File: config.mk
export PLATFORM = sky130hd
export DESIGN_NAME = sa_top
export DESIGN_NICKNAME = d
export VERILOG_FILES = /design/src/hw/sa_pkg.sv /design/src/hw/pe.sv /design/src/hw/systolic_array.sv /design/src/hw/skew_buffer.sv /design/src/hw/sa_controller.sv /design/src/hw/sa_top.sv
export VERILOG_INCLUDE_DIRS = /design/src /design/src/hw
export SDC_FILE = /design/constraint.sdc
export NUM_CORES = 2
export LEC_CHECK = 0
export BUFFER_PORTS_ARGS = -buffer_cell sky130_fd_sc_hd__clkbuf_2
export CORE_ASPECT_RATIO = 2
export CORE_MARGIN = 2
export CORE_UTILIZATION = 70
export CTS_BUF_LIST = sky130_fd_sc_hd__clkbuf_2 sky130_fd_sc_hd__clkbuf_4 sky130_fd_sc_hd__clkbuf_8
export DETAILED_ROUTE_END_ITERATION = 6
export PLACE_DENSITY = 0.9
export SLEW_MARGIN = 20
export SYNTH_ARGS = -nofsm -noshare
export SYNTH_HDL_FRONTEND = slang
export SYNTH_HIERARCHICAL = 1
export SYNTH_SLANG_ARGS = --single-unit
File: constraint.sdc
create_clock -name clk -period 13.8 [get_ports clk]
set_input_delay 2.76 -clock clk [delete_from_list [all_inputs] [get_ports clk]]
set_output_delay 2.76 -clock clk [all_outputs]
set_load 0.05 [all_outputs]
File: src/hw/sa_config.svh
`ifndef SA_CONFIG_SVH
`define SA_CONFIG_SVH

// rows and columns of the square PE array
`define SA_PE_SIZE 4

// one weight or one activation
`define SA_DATA_WIDTH 8

// partial sums and result elements, wide enough that a full column never wraps
// for the default array size
`define SA_PSUM_WIDTH 32

`endif

File: src/hw/sa_pkg.sv
`include "sa_config.svh"

package sa_pkg;

    // scalar words
    typedef logic [`SA_DATA_WIDTH-1:0] data_t;
    typedef logic [`SA_PSUM_WIDTH-1:0] psum_t;

    // lane 0 sits in the low bits
    typedef data_t [`SA_PE_SIZE-1:0] data_vec_t;
    typedef psum_t [`SA_PE_SIZE-1:0] psum_vec_t;

    // load sequencing
    typedef enum logic [1:0] {
        CTRL_IDLE  = 2'd0,
        CTRL_LOAD  = 2'd1,
        CTRL_READY = 2'd2
    } ctrl_state_t;

endpackage

File: src/hw/pe.sv
`include "sa_config.svh"

module pe (
    input  logic          clk,
    input  logic          reset_i,
    input  sa_pkg::data_t weight_i,
    input  logic          weight_en_i,
    input  sa_pkg::data_t ifmap_i,
    input  logic          ifmap_en_i,
    input  sa_pkg::psum_t psum_i,
    output sa_pkg::data_t weight_o,
    output sa_pkg::data_t ifmap_o,
    output logic          ifmap_en_o,
    output sa_pkg::psum_t psum_o,
    output logic          psum_en_o
);

    sa_pkg::data_t                weight_q;
    sa_pkg::data_t                ifmap_q;
    sa_pkg::psum_t                psum_q;
    logic                         en_q;
    logic [2*`SA_DATA_WIDTH-1:0]  product;

    // unsigned product, zero extended into the psum
    assign product = weight_q * ifmap_i;

    // stationary weight, the old value moves to the PE below on a load
    always_ff @(posedge clk) begin
        if (reset_i) begin
            weight_q <= '0;
        end else if (weight_en_i) begin
            weight_q <= weight_i;
        end
    end

    // activation and psum only move with a valid activation
    always_ff @(posedge clk) begin
        if (reset_i) begin
            ifmap_q <= '0;
            psum_q  <= '0;
        end else if (ifmap_en_i) begin
            ifmap_q <= ifmap_i;
            psum_q  <= psum_i + sa_pkg::psum_t'(product);
        end
    end

    always_ff @(posedge clk) begin
        if (reset_i) begin
            en_q <= 1'b0;
        end else begin
            en_q <= ifmap_en_i;
        end
    end

    assign weight_o   = weight_q;
    assign ifmap_o    = ifmap_q;
    assign psum_o     = psum_q;
    // one enable register serves both directions
    assign ifmap_en_o = en_q;
    assign psum_en_o  = en_q;

endmodule

File: src/hw/systolic_array.sv
`include "sa_config.svh"

module systolic_array (
    input  logic                   clk,
    input  logic                   reset_i,
    input  sa_pkg::data_vec_t      weight_row_i,
    input  logic                   weight_en_i,
    input  sa_pkg::data_vec_t      ifmap_vec_i,
    input  logic [`SA_PE_SIZE-1:0] ifmap_en_i,
    output sa_pkg::psum_vec_t      psum_vec_o,
    output logic [`SA_PE_SIZE-1:0] psum_en_o
);

    localparam int PE_SIZE = `SA_PE_SIZE;

    // weights and psums run down the columns, indexed [row][col]
    sa_pkg::data_t weight_w   [PE_SIZE+1][PE_SIZE];
    sa_pkg::psum_t psum_w     [PE_SIZE+1][PE_SIZE];
    logic          psum_en_w  [PE_SIZE][PE_SIZE];

    // activations run along the rows, indexed [row][col]
    sa_pkg::data_t ifmap_w    [PE_SIZE][PE_SIZE+1];
    logic          ifmap_en_w [PE_SIZE][PE_SIZE+1];

    // top edge: new weight row in, psum chain starts from zero
    for (genvar c = 0; c < PE_SIZE; c++) begin : gen_top_edge
        assign weight_w[0][c] = weight_row_i[c];
        assign psum_w[0][c]   = '0;
    end

    // left edge: one activation lane per row
    for (genvar r = 0; r < PE_SIZE; r++) begin : gen_left_edge
        assign ifmap_w[r][0]    = ifmap_vec_i[r];
        assign ifmap_en_w[r][0] = ifmap_en_i[r];
    end

    for (genvar r = 0; r < PE_SIZE; r++) begin : gen_row
        for (genvar c = 0; c < PE_SIZE; c++) begin : gen_col
            pe i_pe (
                .clk         (clk),
                .reset_i     (reset_i),
                .weight_i    (weight_w[r][c]),
                // every PE shifts together on a row load
                .weight_en_i (weight_en_i),
                .ifmap_i     (ifmap_w[r][c]),
                .ifmap_en_i  (ifmap_en_w[r][c]),
                .psum_i      (psum_w[r][c]),
                .weight_o    (weight_w[r+1][c]),
                .ifmap_o     (ifmap_w[r][c+1]),
                .ifmap_en_o  (ifmap_en_w[r][c+1]),
                .psum_o      (psum_w[r+1][c]),
                .psum_en_o   (psum_en_w[r][c])
            );
        end
    end

    // bottom edge carries the column sums out
    // activations leaving the right edge and weights leaving the bottom are dropped
    for (genvar c = 0; c < PE_SIZE; c++) begin : gen_bottom_edge
        assign psum_vec_o[c] = psum_w[PE_SIZE][c];
        assign psum_en_o[c]  = psum_en_w[PE_SIZE-1][c];
    end

endmodule

File: src/hw/skew_buffer.sv
`include "sa_config.svh"

module skew_buffer #(
    parameter int LANE_WIDTH = 8,
    parameter bit DESCENDING = 1'b0
) (
    input  logic                             clk,
    input  logic                             reset_i,
    input  logic [LANE_WIDTH*`SA_PE_SIZE-1:0] lanes_i,
    input  logic [`SA_PE_SIZE-1:0]            en_i,
    output logic [LANE_WIDTH*`SA_PE_SIZE-1:0] lanes_o,
    output logic [`SA_PE_SIZE-1:0]            en_o
);

    localparam int PE_SIZE = `SA_PE_SIZE;

    for (genvar i = 0; i < PE_SIZE; i++) begin : gen_lane
        // ascending skews the input wavefront, descending lines it up again
        localparam int DELAY = DESCENDING ? (PE_SIZE - 1 - i) : i;

        if (DELAY == 0) begin : gen_pass
            assign lanes_o[i*LANE_WIDTH +: LANE_WIDTH] = lanes_i[i*LANE_WIDTH +: LANE_WIDTH];
            assign en_o[i]                             = en_i[i];
        end else begin : gen_delay
            logic [LANE_WIDTH-1:0] data_sr [DELAY];
            logic [DELAY-1:0]      en_sr;

            // data shifts every cycle, qualified by the enable beside it
            always_ff @(posedge clk) begin
                data_sr[0] <= lanes_i[i*LANE_WIDTH +: LANE_WIDTH];
                for (int s = 1; s < DELAY; s++) begin
                    data_sr[s] <= data_sr[s-1];
                end
            end

            always_ff @(posedge clk) begin
                if (reset_i) begin
                    en_sr <= '0;
                end else begin
                    en_sr[0] <= en_i[i];
                    for (int s = 1; s < DELAY; s++) begin
                        en_sr[s] <= en_sr[s-1];
                    end
                end
            end

            assign lanes_o[i*LANE_WIDTH +: LANE_WIDTH] = data_sr[DELAY-1];
            assign en_o[i]                             = en_sr[DELAY-1];
        end
    end

endmodule

File: src/hw/sa_controller.sv
`include "sa_config.svh"

module sa_controller (
    input  logic clk,
    input  logic reset_i,
    input  logic weight_load_i,
    input  logic ifmap_valid_i,
    input  logic result_valid_i,
    output logic load_en_o,
    output logic accept_o,
    output logic weights_ready_o
);

    localparam int PE_SIZE = `SA_PE_SIZE;
    localparam int ROW_W   = (PE_SIZE > 1) ? $clog2(PE_SIZE) : 1;
    // pipeline holds fewer than 2*PE_SIZE vectors at once
    localparam int CNT_W   = $clog2(2 * PE_SIZE + 1);

    sa_pkg::ctrl_state_t state_q;
    sa_pkg::ctrl_state_t state_d;
    logic [ROW_W-1:0]    row_q;
    logic [ROW_W-1:0]    row_d;
    logic [ROW_W-1:0]    row_idx;
    logic [CNT_W-1:0]    inflight_q;
    logic                busy;

    assign busy            = (inflight_q != '0);
    assign weights_ready_o = (state_q == sa_pkg::CTRL_READY);

    // no reload while results still depend on the current weights
    assign load_en_o = weight_load_i && !(weights_ready_o && busy);
    assign accept_o  = ifmap_valid_i && weights_ready_o;

    // a load starting from idle or ready counts as row 0
    assign row_idx = (state_q == sa_pkg::CTRL_LOAD) ? row_q : '0;

    always_comb begin
        state_d = state_q;
        row_d   = row_q;
        if (load_en_o) begin
            if (row_idx == ROW_W'(PE_SIZE - 1)) begin
                // last row in place, array holds a full matrix
                state_d = sa_pkg::CTRL_READY;
                row_d   = '0;
            end else begin
                state_d = sa_pkg::CTRL_LOAD;
                row_d   = row_idx + 1'b1;
            end
        end
    end

    always_ff @(posedge clk) begin
        if (reset_i) begin
            state_q <= sa_pkg::CTRL_IDLE;
            row_q   <= '0;
        end else begin
            state_q <= state_d;
            row_q   <= row_d;
        end
    end

    // vectors between acceptance and result
    always_ff @(posedge clk) begin
        if (reset_i) begin
            inflight_q <= '0;
        end else if (accept_o && !result_valid_i) begin
            inflight_q <= inflight_q + 1'b1;
        end else if (!accept_o && result_valid_i) begin
            inflight_q <= inflight_q - 1'b1;
        end
    end

endmodule

File: src/hw/sa_top.sv
`include "sa_config.svh"

module sa_top (
    input  logic              clk,
    input  logic              reset_i,
    input  logic              weight_load_i,
    input  sa_pkg::data_vec_t weight_row_i,
    input  logic              ifmap_valid_i,
    input  sa_pkg::data_vec_t ifmap_vec_i,
    output logic              weights_ready_o,
    output logic              result_valid_o,
    output sa_pkg::psum_vec_t result_vec_o
);

    localparam int PE_SIZE = `SA_PE_SIZE;

    logic               load_en;
    logic               accept;

    // skewed activations into the left edge
    sa_pkg::data_vec_t  ifmap_skew;
    logic [PE_SIZE-1:0] ifmap_en_skew;

    // raw column sums from the bottom edge
    sa_pkg::psum_vec_t  psum_bottom;
    logic [PE_SIZE-1:0] psum_en_bottom;

    // deskewed lanes, all bits rise together
    logic [PE_SIZE-1:0] result_en;

    sa_controller i_sa_controller (
        .clk             (clk),
        .reset_i         (reset_i),
        .weight_load_i   (weight_load_i),
        .ifmap_valid_i   (ifmap_valid_i),
        .result_valid_i  (result_valid_o),
        .load_en_o       (load_en),
        .accept_o        (accept),
        .weights_ready_o (weights_ready_o)
    );

    skew_buffer #(
        .LANE_WIDTH (`SA_DATA_WIDTH),
        .DESCENDING (1'b0)
    ) i_skew_in (
        .clk     (clk),
        .reset_i (reset_i),
        .lanes_i (ifmap_vec_i),
        .en_i    ({PE_SIZE{accept}}),
        .lanes_o (ifmap_skew),
        .en_o    (ifmap_en_skew)
    );

    systolic_array i_systolic_array (
        .clk          (clk),
        .reset_i      (reset_i),
        .weight_row_i (weight_row_i),
        .weight_en_i  (load_en),
        .ifmap_vec_i  (ifmap_skew),
        .ifmap_en_i   (ifmap_en_skew),
        .psum_vec_o   (psum_bottom),
        .psum_en_o    (psum_en_bottom)
    );

    skew_buffer #(
        .LANE_WIDTH (`SA_PSUM_WIDTH),
        .DESCENDING (1'b1)
    ) i_skew_out (
        .clk     (clk),
        .reset_i (reset_i),
        .lanes_i (psum_bottom),
        .en_i    (psum_en_bottom),
        .lanes_o (result_vec_o),
        .en_o    (result_en)
    );

    assign result_valid_o = result_en[0];

endmodule

* Word level (Yosys, flattened, before mapping)
Memories as Yosys holds them, arrays and structs flattened.
Index checks and enable logic that the tools add are counted.
** Storage, ports and cells
- Register bits after elaboration :: 698
- RAM bits :: 240
- Input bits :: 68
- Output and inout port bits :: 130
- Logic and storage cells :: 115
- Memories kept :: 6
** Memory list
- i_skew_out.gen_lane[0].gen_delay.data_sr :: depth 3, bits a word 32, read ports 3, clocked after memory_dff 0, write ports 3, line skew_buffer.sv:25 : logic [LANE_WIDTH-1:0] data_sr [DELAY];
- i_skew_out.gen_lane[1].gen_delay.data_sr :: depth 2, bits a word 32, read ports 2, clocked after memory_dff 0, write ports 2, line skew_buffer.sv:25
- i_skew_out.gen_lane[2].gen_delay.data_sr :: depth 1, bits a word 32, read ports 1, clocked after memory_dff 0, write ports 1, line skew_buffer.sv:25
- i_skew_in.gen_lane[3].gen_delay.data_sr :: depth 3, bits a word 8, read ports 3, clocked after memory_dff 0, write ports 3, line skew_buffer.sv:25
- i_skew_in.gen_lane[2].gen_delay.data_sr :: depth 2, bits a word 8, read ports 2, clocked after memory_dff 0, write ports 2, line skew_buffer.sv:25
- i_skew_in.gen_lane[1].gen_delay.data_sr :: depth 1, bits a word 8, read ports 1, clocked after memory_dff 0, write ports 1, line skew_buffer.sv:25
** Cells by class
- Add/sub/neg operators :: 15
- Multipliers :: 16
- Equality and inequality tests :: 3
- Mux-type cells :: 5
- Reduce and logical (&&, ||, !) cells :: 10
** Operators with widths (number)
- 32-bit by 16-bit adder with 32-bit output :: 8
- 8-bit by 8-bit multiplier with 16-bit output :: 16
- 16-bit by 16-bit adder with 17-bit output :: 4
- 4-bit 2-to-1 mux :: 2
- 2-bit 2-to-1 mux :: 3
- 1-bit logical AND :: 5
- 4-bit by 1-bit adder with 4-bit output, second input constant :: 1
- 2-bit == test, second input constant :: 2
- 4-bit nonzero test :: 1
- 4-bit by 1-bit subtractor with 4-bit output, second input constant :: 1
- 1-bit zero test :: 3
- 2-bit by 1-bit adder with 2-bit output, second input constant :: 1
- 2-bit by 1-bit == test with 1-bit output, second input constant :: 1
- 2-bit nonzero test :: 1

* Depth between registers and ports, before layout
- Depth after elaboration :: 6
- Gate-level depth with buffers :: 20
- Gate-level depth less buffers :: 18

* Cells and area by module
Netlist, hierarchy kept.
** By module, submodules not included
- pe (i_systolic_array.gen_row[0].gen_col[0].i_pe ...) :: instances 6, cells an instance 550, area each 4707.0 um^2, seq. area each 980.9 um^2
- pe (i_systolic_array.gen_row[3].gen_col[0].i_pe ...) :: instances 4, cells an instance 559, area each 4788.3 um^2, seq. area each 980.9 um^2
- pe (i_systolic_array.gen_row[2].gen_col[0].i_pe ...) :: instances 3, cells an instance 567, area each 4869.7 um^2, seq. area each 980.9 um^2
- pe (i_systolic_array.gen_row[1].gen_col[3].i_pe) :: instances 1, cells an instance 565, area each 4842.1 um^2, seq. area each 980.9 um^2
- pe (i_systolic_array.gen_row[2].gen_col[3].i_pe) :: instances 1, cells an instance 542, area each 4763.3 um^2, seq. area each 980.9 um^2
- skew_buffer (i_skew_out) :: instances 1, cells an instance 304, area each 4752.1 um^2, seq. area each 3963.8 um^2
- pe (i_systolic_array.gen_row[0].gen_col[1].i_pe) :: instances 1, cells an instance 545, area each 4713.3 um^2, seq. area each 980.9 um^2
- skew_buffer (i_skew_in) :: instances 1, cells an instance 88, area each 1328.8 um^2, seq. area each 1081.0 um^2
- sa_controller :: instances 1, cells an instance 51, area each 456.7 um^2, seq. area each 160.2 um^2
- systolic_array :: instances 1, cells an instance 5, area each 33.8 um^2, seq. area each 0.0 um^2

* Worst setup path after synthesis
OpenSTA, ideal clock, no wires.
- Path kind :: in2reg
- Start :: input port ifmap_vec_i[1] (netlist name)
- End :: register i_systolic_array.gen_row[0].gen_col[0].i_pe.psum_q[12]
- Setup time :: 0.122 ns
- Arrival :: 6.845 ns
- Data required time :: 13.678 ns
- Path slack :: 6.833 ns
- Stages :: 17
- Buffers on the path :: 2
- Cell sequence :: buf_4 > clkbuf_1 > and2_1 > fa_1 > fa_1 > inv_1 > fa_1 > fa_1 > inv_1 > ha_1 > a21o_1 > a31o_1 > o21a_1 > o21a_1 > o21bai_1 > a2111oi_0 > a311o_1
** Between the ends
- Word-level cells in the longest chain between the ends :: 1
** Ends and longest elaborated chain
- start: declaration :: line sa_top.sv:9 : input sa_pkg::data_vec_t ifmap_vec_i,
- 8-bit by 8-bit multiplier with 16-bit output :: line pe.sv:25 : assign product = weight_q * ifmap_i;
- end signal: assignment :: line pe.sv:43 : psum_q <= psum_i + sa_pkg::psum_t'(product);
- end: declaration :: line pe.sv:20 : sa_pkg::psum_t psum_q;
No other way between the ends.
A chain may end at the register's enable or synchronous reset.

* Final worst setup path
- Start :: input port ifmap_vec_i[4] (netlist name)
- End :: register i_systolic_array.gen_row[0].gen_col[0].i_pe.psum_q[12]
The elaborated chain is that of the path after synthesis.

==> impl_metrics.yaml <==
clock_tree:
  cts_repair_resize_count: 0
  cts.clk_slew.worst_paths_ns: 0.08
  cts_buffer_depth: 3
  insertion_delay_ns: 0.90
  cts_root_buffer: "sky130_fd_sc_hd__clkbuf_8"
  h-tree-depth: 4
  hold_buffers: 0
  postCtsSetupBuffers: 0
  cts.sinks: 1005
  cts_tree: "done"
  tritoncts.num_buffers: 140
floorplan:
  floorplan.rows: 177
  start_util_pct: 70.4
  core_area_sq_mm: 0.116
  dieArea_sq_mm: 0.119
  design.portCount: 198
  fp.dieW_microns: 245
  die_height_microns: 487
run:
  maxCapViolations: 0
yosys:
  synth.avg_cell_area_sq_um: 8.85
  synth_cells: 9209
  synth-warning-count: 6
  synth_area_sq_mm: 0.0815
power:
  cellLeakagePower_nw: 40.4
  combinationalPowerShare_pct: 8.0
  power.share.switching_pct: 26.4
  total_switching_power_mw: 1.60
  clock_power_share_pct: 42.5
  internal-power_mw: 4.46
  share_seq_of_total_power_pct: 49.5
  max-vdd-ir-drop_mv: 0.124
  power.total_mw: 6.06
  power.density_cell_area_mw_per_mm2: 70.1
critical_path:
  reg2reg_slack_ns: 8.49
  startpoint: "ifmap_vec_i[4]"
  timing.critical_path.to_type: "flop"
  cpMaxStageDelayCell: "sky130_fd_sc_hd__fa_1"
  crit_top_cell: "sky130_fd_sc_hd__fa_1"
  timing.critical_path.fanout_max: 9
  timing.setup.critical_path_class: "in -> reg"
  slowest_delay_ns: 0.54
  crit_arrival_ns: 7.07
  required_ns: 14.55
  critical_path.cell_chain: "clkbuf_2 -> and2_1 -> fa_1 -> inv_1 -> fa_1 -> fa_1 -> fa_1 -> inv_1 -> ha_1 -> a21o_1 -> a31o_1 -> o21a_1 -> o21a_1 -> o21bai_1 -> a2111oi_0 -> a311o_1"
  rr_worst_depth: 15
  crit_path_start_kind: "input port"
sta:
  maxSlewViolCount: 0
  setup_total_negative_slack_ns: 0
  tightestPinTransition_ns: 1.00
  timing.final.ws_setup_ns: 7.47
  fmax_mhz: 158
  post-route-min-period_ns: 6.33
  rsz0062_at_grt: "false"
  timing_hold_violations_final: 0
  worst_clock_skew_ns: 0.0690
  relSlewSlack_pct: 33.1
  report.final.setup_viol: 0
  timing.final.crit_share_pct: 45.8
detailed_routing:
  postRouteAntennaNets: 0
  wl_per_cell_microns: 16.0
  drtPass1Iterations: 6
  drc: 0
  detailroute.via_count: 62372
  wirelength_microns: 176000
  detail_route.iter0.violations: 4148
  post_drt_via_cell_ratio: 5.67
global_route:
  grt_antenna_before_repair: 6
  grtUsageTotal_pct: 29.6
  grt_max_degree: 149
  grt_first_pass_wirelength_microns: 296000
  grt_pass1_vias: 62936
  grt_overflow_total: 0
cells_and_area:
  area_growth_pct: 6.08
  drive_gt1_share_pct: 7.06
  nFillCells: 7717
  fin_util_pct: 74.6
  design.final.nets: 10900
place:
  place.gp.congestion: 0.896
  post-place-ws_ns: 6.59
  numPortBuffers: 197
  dpl.hpwl_microns: 134000
worst_hold_path:
  holdCritStartpoint: "i_skew_in/gen_lane[3].gen_delay.data_sr[0][9]$_DFF_P_"
  worstHoldPathType: "reg -> reg"
outcome:
  run_status: "completed"
-- layout by cell type, fill, tap and decap left out, types with 33 or more instances in the layout --
master / n
sky130_fd_sc_hd__nor2b_1: 40
sky130_fd_sc_hd__a311oi_2: 35
sky130_fd_sc_hd__nor4_1: 36
sky130_fd_sc_hd__o211ai_1: 44
sky130_fd_sc_hd__fa_1: 801
sky130_fd_sc_hd__inv_1: 1617
sky130_fd_sc_hd__a211oi_1: 133
sky130_fd_sc_hd__o21ai_0: 187
sky130_fd_sc_hd__xnor2_1: 132
sky130_fd_sc_hd__a31oi_1: 33
sky130_fd_sc_hd__xor2_1: 79
sky130_fd_sc_hd__nand2_1: 769
sky130_fd_sc_hd__clkinv_2: 34
sky130_fd_sc_hd__a311oi_1: 38
sky130_fd_sc_hd__and2_1: 610
sky130_fd_sc_hd__clkbuf_2: 196
sky130_fd_sc_hd__or3_1: 46
sky130_fd_sc_hd__nor3_1: 107
sky130_fd_sc_hd__conb_1: 248
sky130_fd_sc_hd__clkbuf_8: 171
sky130_fd_sc_hd__dfxtp_1: 991
sky130_fd_sc_hd__nand4_1: 45
sky130_fd_sc_hd__nor2_1: 781
sky130_fd_sc_hd__and3_1: 75
sky130_fd_sc_hd__o21a_1: 47
sky130_fd_sc_hd__a21o_1: 74
sky130_fd_sc_hd__mux2i_1: 376
sky130_fd_sc_hd__a21oi_1: 237
sky130_fd_sc_hd__nand2b_1: 54
sky130_fd_sc_hd__ha_1: 660
sky130_fd_sc_hd__nand3_1: 146
-- stage by stage --
step           hold WS, ns  instance area [sq um]  cells
2_1_floorplan        0.310                  82400   9456
4_1_cts              0.315                  86400  11006
3_3_place_gp         0.310                  83300  10750
6_report             0.316                  86500  11009
3_5_place_dp         0.312                  83300  10750
5_1_grt              0.325                  86400  11008
-- power groups by stage --
| stage | combinational (mW) | sequential [mW] | clock [mW] |
|---|---|---|---|
| 2_1_floorplan | 0.400 | 3.02 | 0 |
| 3_3_place_gp | 0.454 | 3.06 | 0 |
| 3_5_place_dp | 0.473 | 3.06 | 0 |
| 4_1_cts | 0.478 | 3.00 | 2.63 |
| 5_1_grt | 0.550 | 3.00 | 2.74 |
| 6_report | 0.484 | 3.00 | 2.58 |
-- sequential cells by signal, indices dropped and copies added, names as in the netlist --
| register | count |
|---|---|
| i_skew_in/gen_lane.gen_delay.data_sr | 48 |
| i_systolic_array/gen_row.gen_col.i_pe/ifmap_en_o | 12 |
| i_sa_controller/state_q | 2 |
| i_systolic_array/gen_row.gen_col.i_pe/psum_o | 512 |
| i_systolic_array/gen_row.gen_col.i_pe/weight_o | 128 |
| i_skew_in/gen_lane.gen_delay.en_sr | 6 |
| i_skew_out/gen_lane.gen_delay.data_sr | 192 |
| i_systolic_array/gen_row.gen_col.i_pe/ifmap_o | 96 |
| i_sa_controller/inflight_q | 4 |
| i_skew_out/gen_lane.gen_delay.en_sr | 3 |
| i_sa_controller/row_q | 2 |
-- final cells by class --
class / count / area (sq um) / share of cell area, %
Tap cell: 1521 / 1900 / 2.20
Sequential cell: 1005 / 20100 / 23.3
Inverter: 1619 / 6080 / 7.04
Antenna cell: 3 / 7.51 / 0.00868
Multi-Input combinational cell: 6381 / 53900 / 62.4
Clock inverter: 67 / 669 / 0.774
Timing Repair Buffer: 224 / 1210 / 1.40
Clock buffer: 189 / 2490 / 2.88
-- critical path, delay by kind of cell --
family / cells / cell delay, ns
AND/OR/NAND/NOR: 1 / 0.21
AO/OA/AOI/OAI: 7 / 1.43
buffers and inverters: 3 / 0.28
adder cells (fa/ha/maj): 5 / 2.39
-- layer usage --
layer | up-vias | track usage [%] | share of wire (%)
met4 | 8 | 10.5 | 3.0
met2 | 2064 | 51.3 | 49
met1 | 30087 | 37.8 | 42
li1 | 29830 | - | -
met5 | - | 0 | 0.026
met3 | 383 | 4.09 | 5.9
-- how the worst min path moves through the flow --
| stage | slack [ns] | cells past startpoint | end |
|---|---|---|---|
| after floorplan | 0.31 | 0 | i_skew_in/gen_lane[2].gen_delay.data_sr[0][10]$_DFF_P_ |
| after global placement | 0.31 | 0 | i_skew_out/gen_lane[1].gen_delay.data_sr[0][44]$_DFF_P_ |
| after detailed placement | 0.31 | 0 | i_skew_in/gen_lane[2].gen_delay.data_sr[0][9]$_DFF_P_ |
| after CTS | 0.31 | 0 | i_skew_in/gen_lane[3].gen_delay.data_sr[0][17]$_DFF_P_ |
| after global routing | 0.33 | 0 | i_skew_out/gen_lane[0].gen_delay.data_sr[0][76]$_DFF_P_ |
| final | 0.32 | 0 | i_skew_in/gen_lane[3].gen_delay.data_sr[0][17]$_DFF_P_ |
No activity file was read; power rests on OpenSTA's default activity.
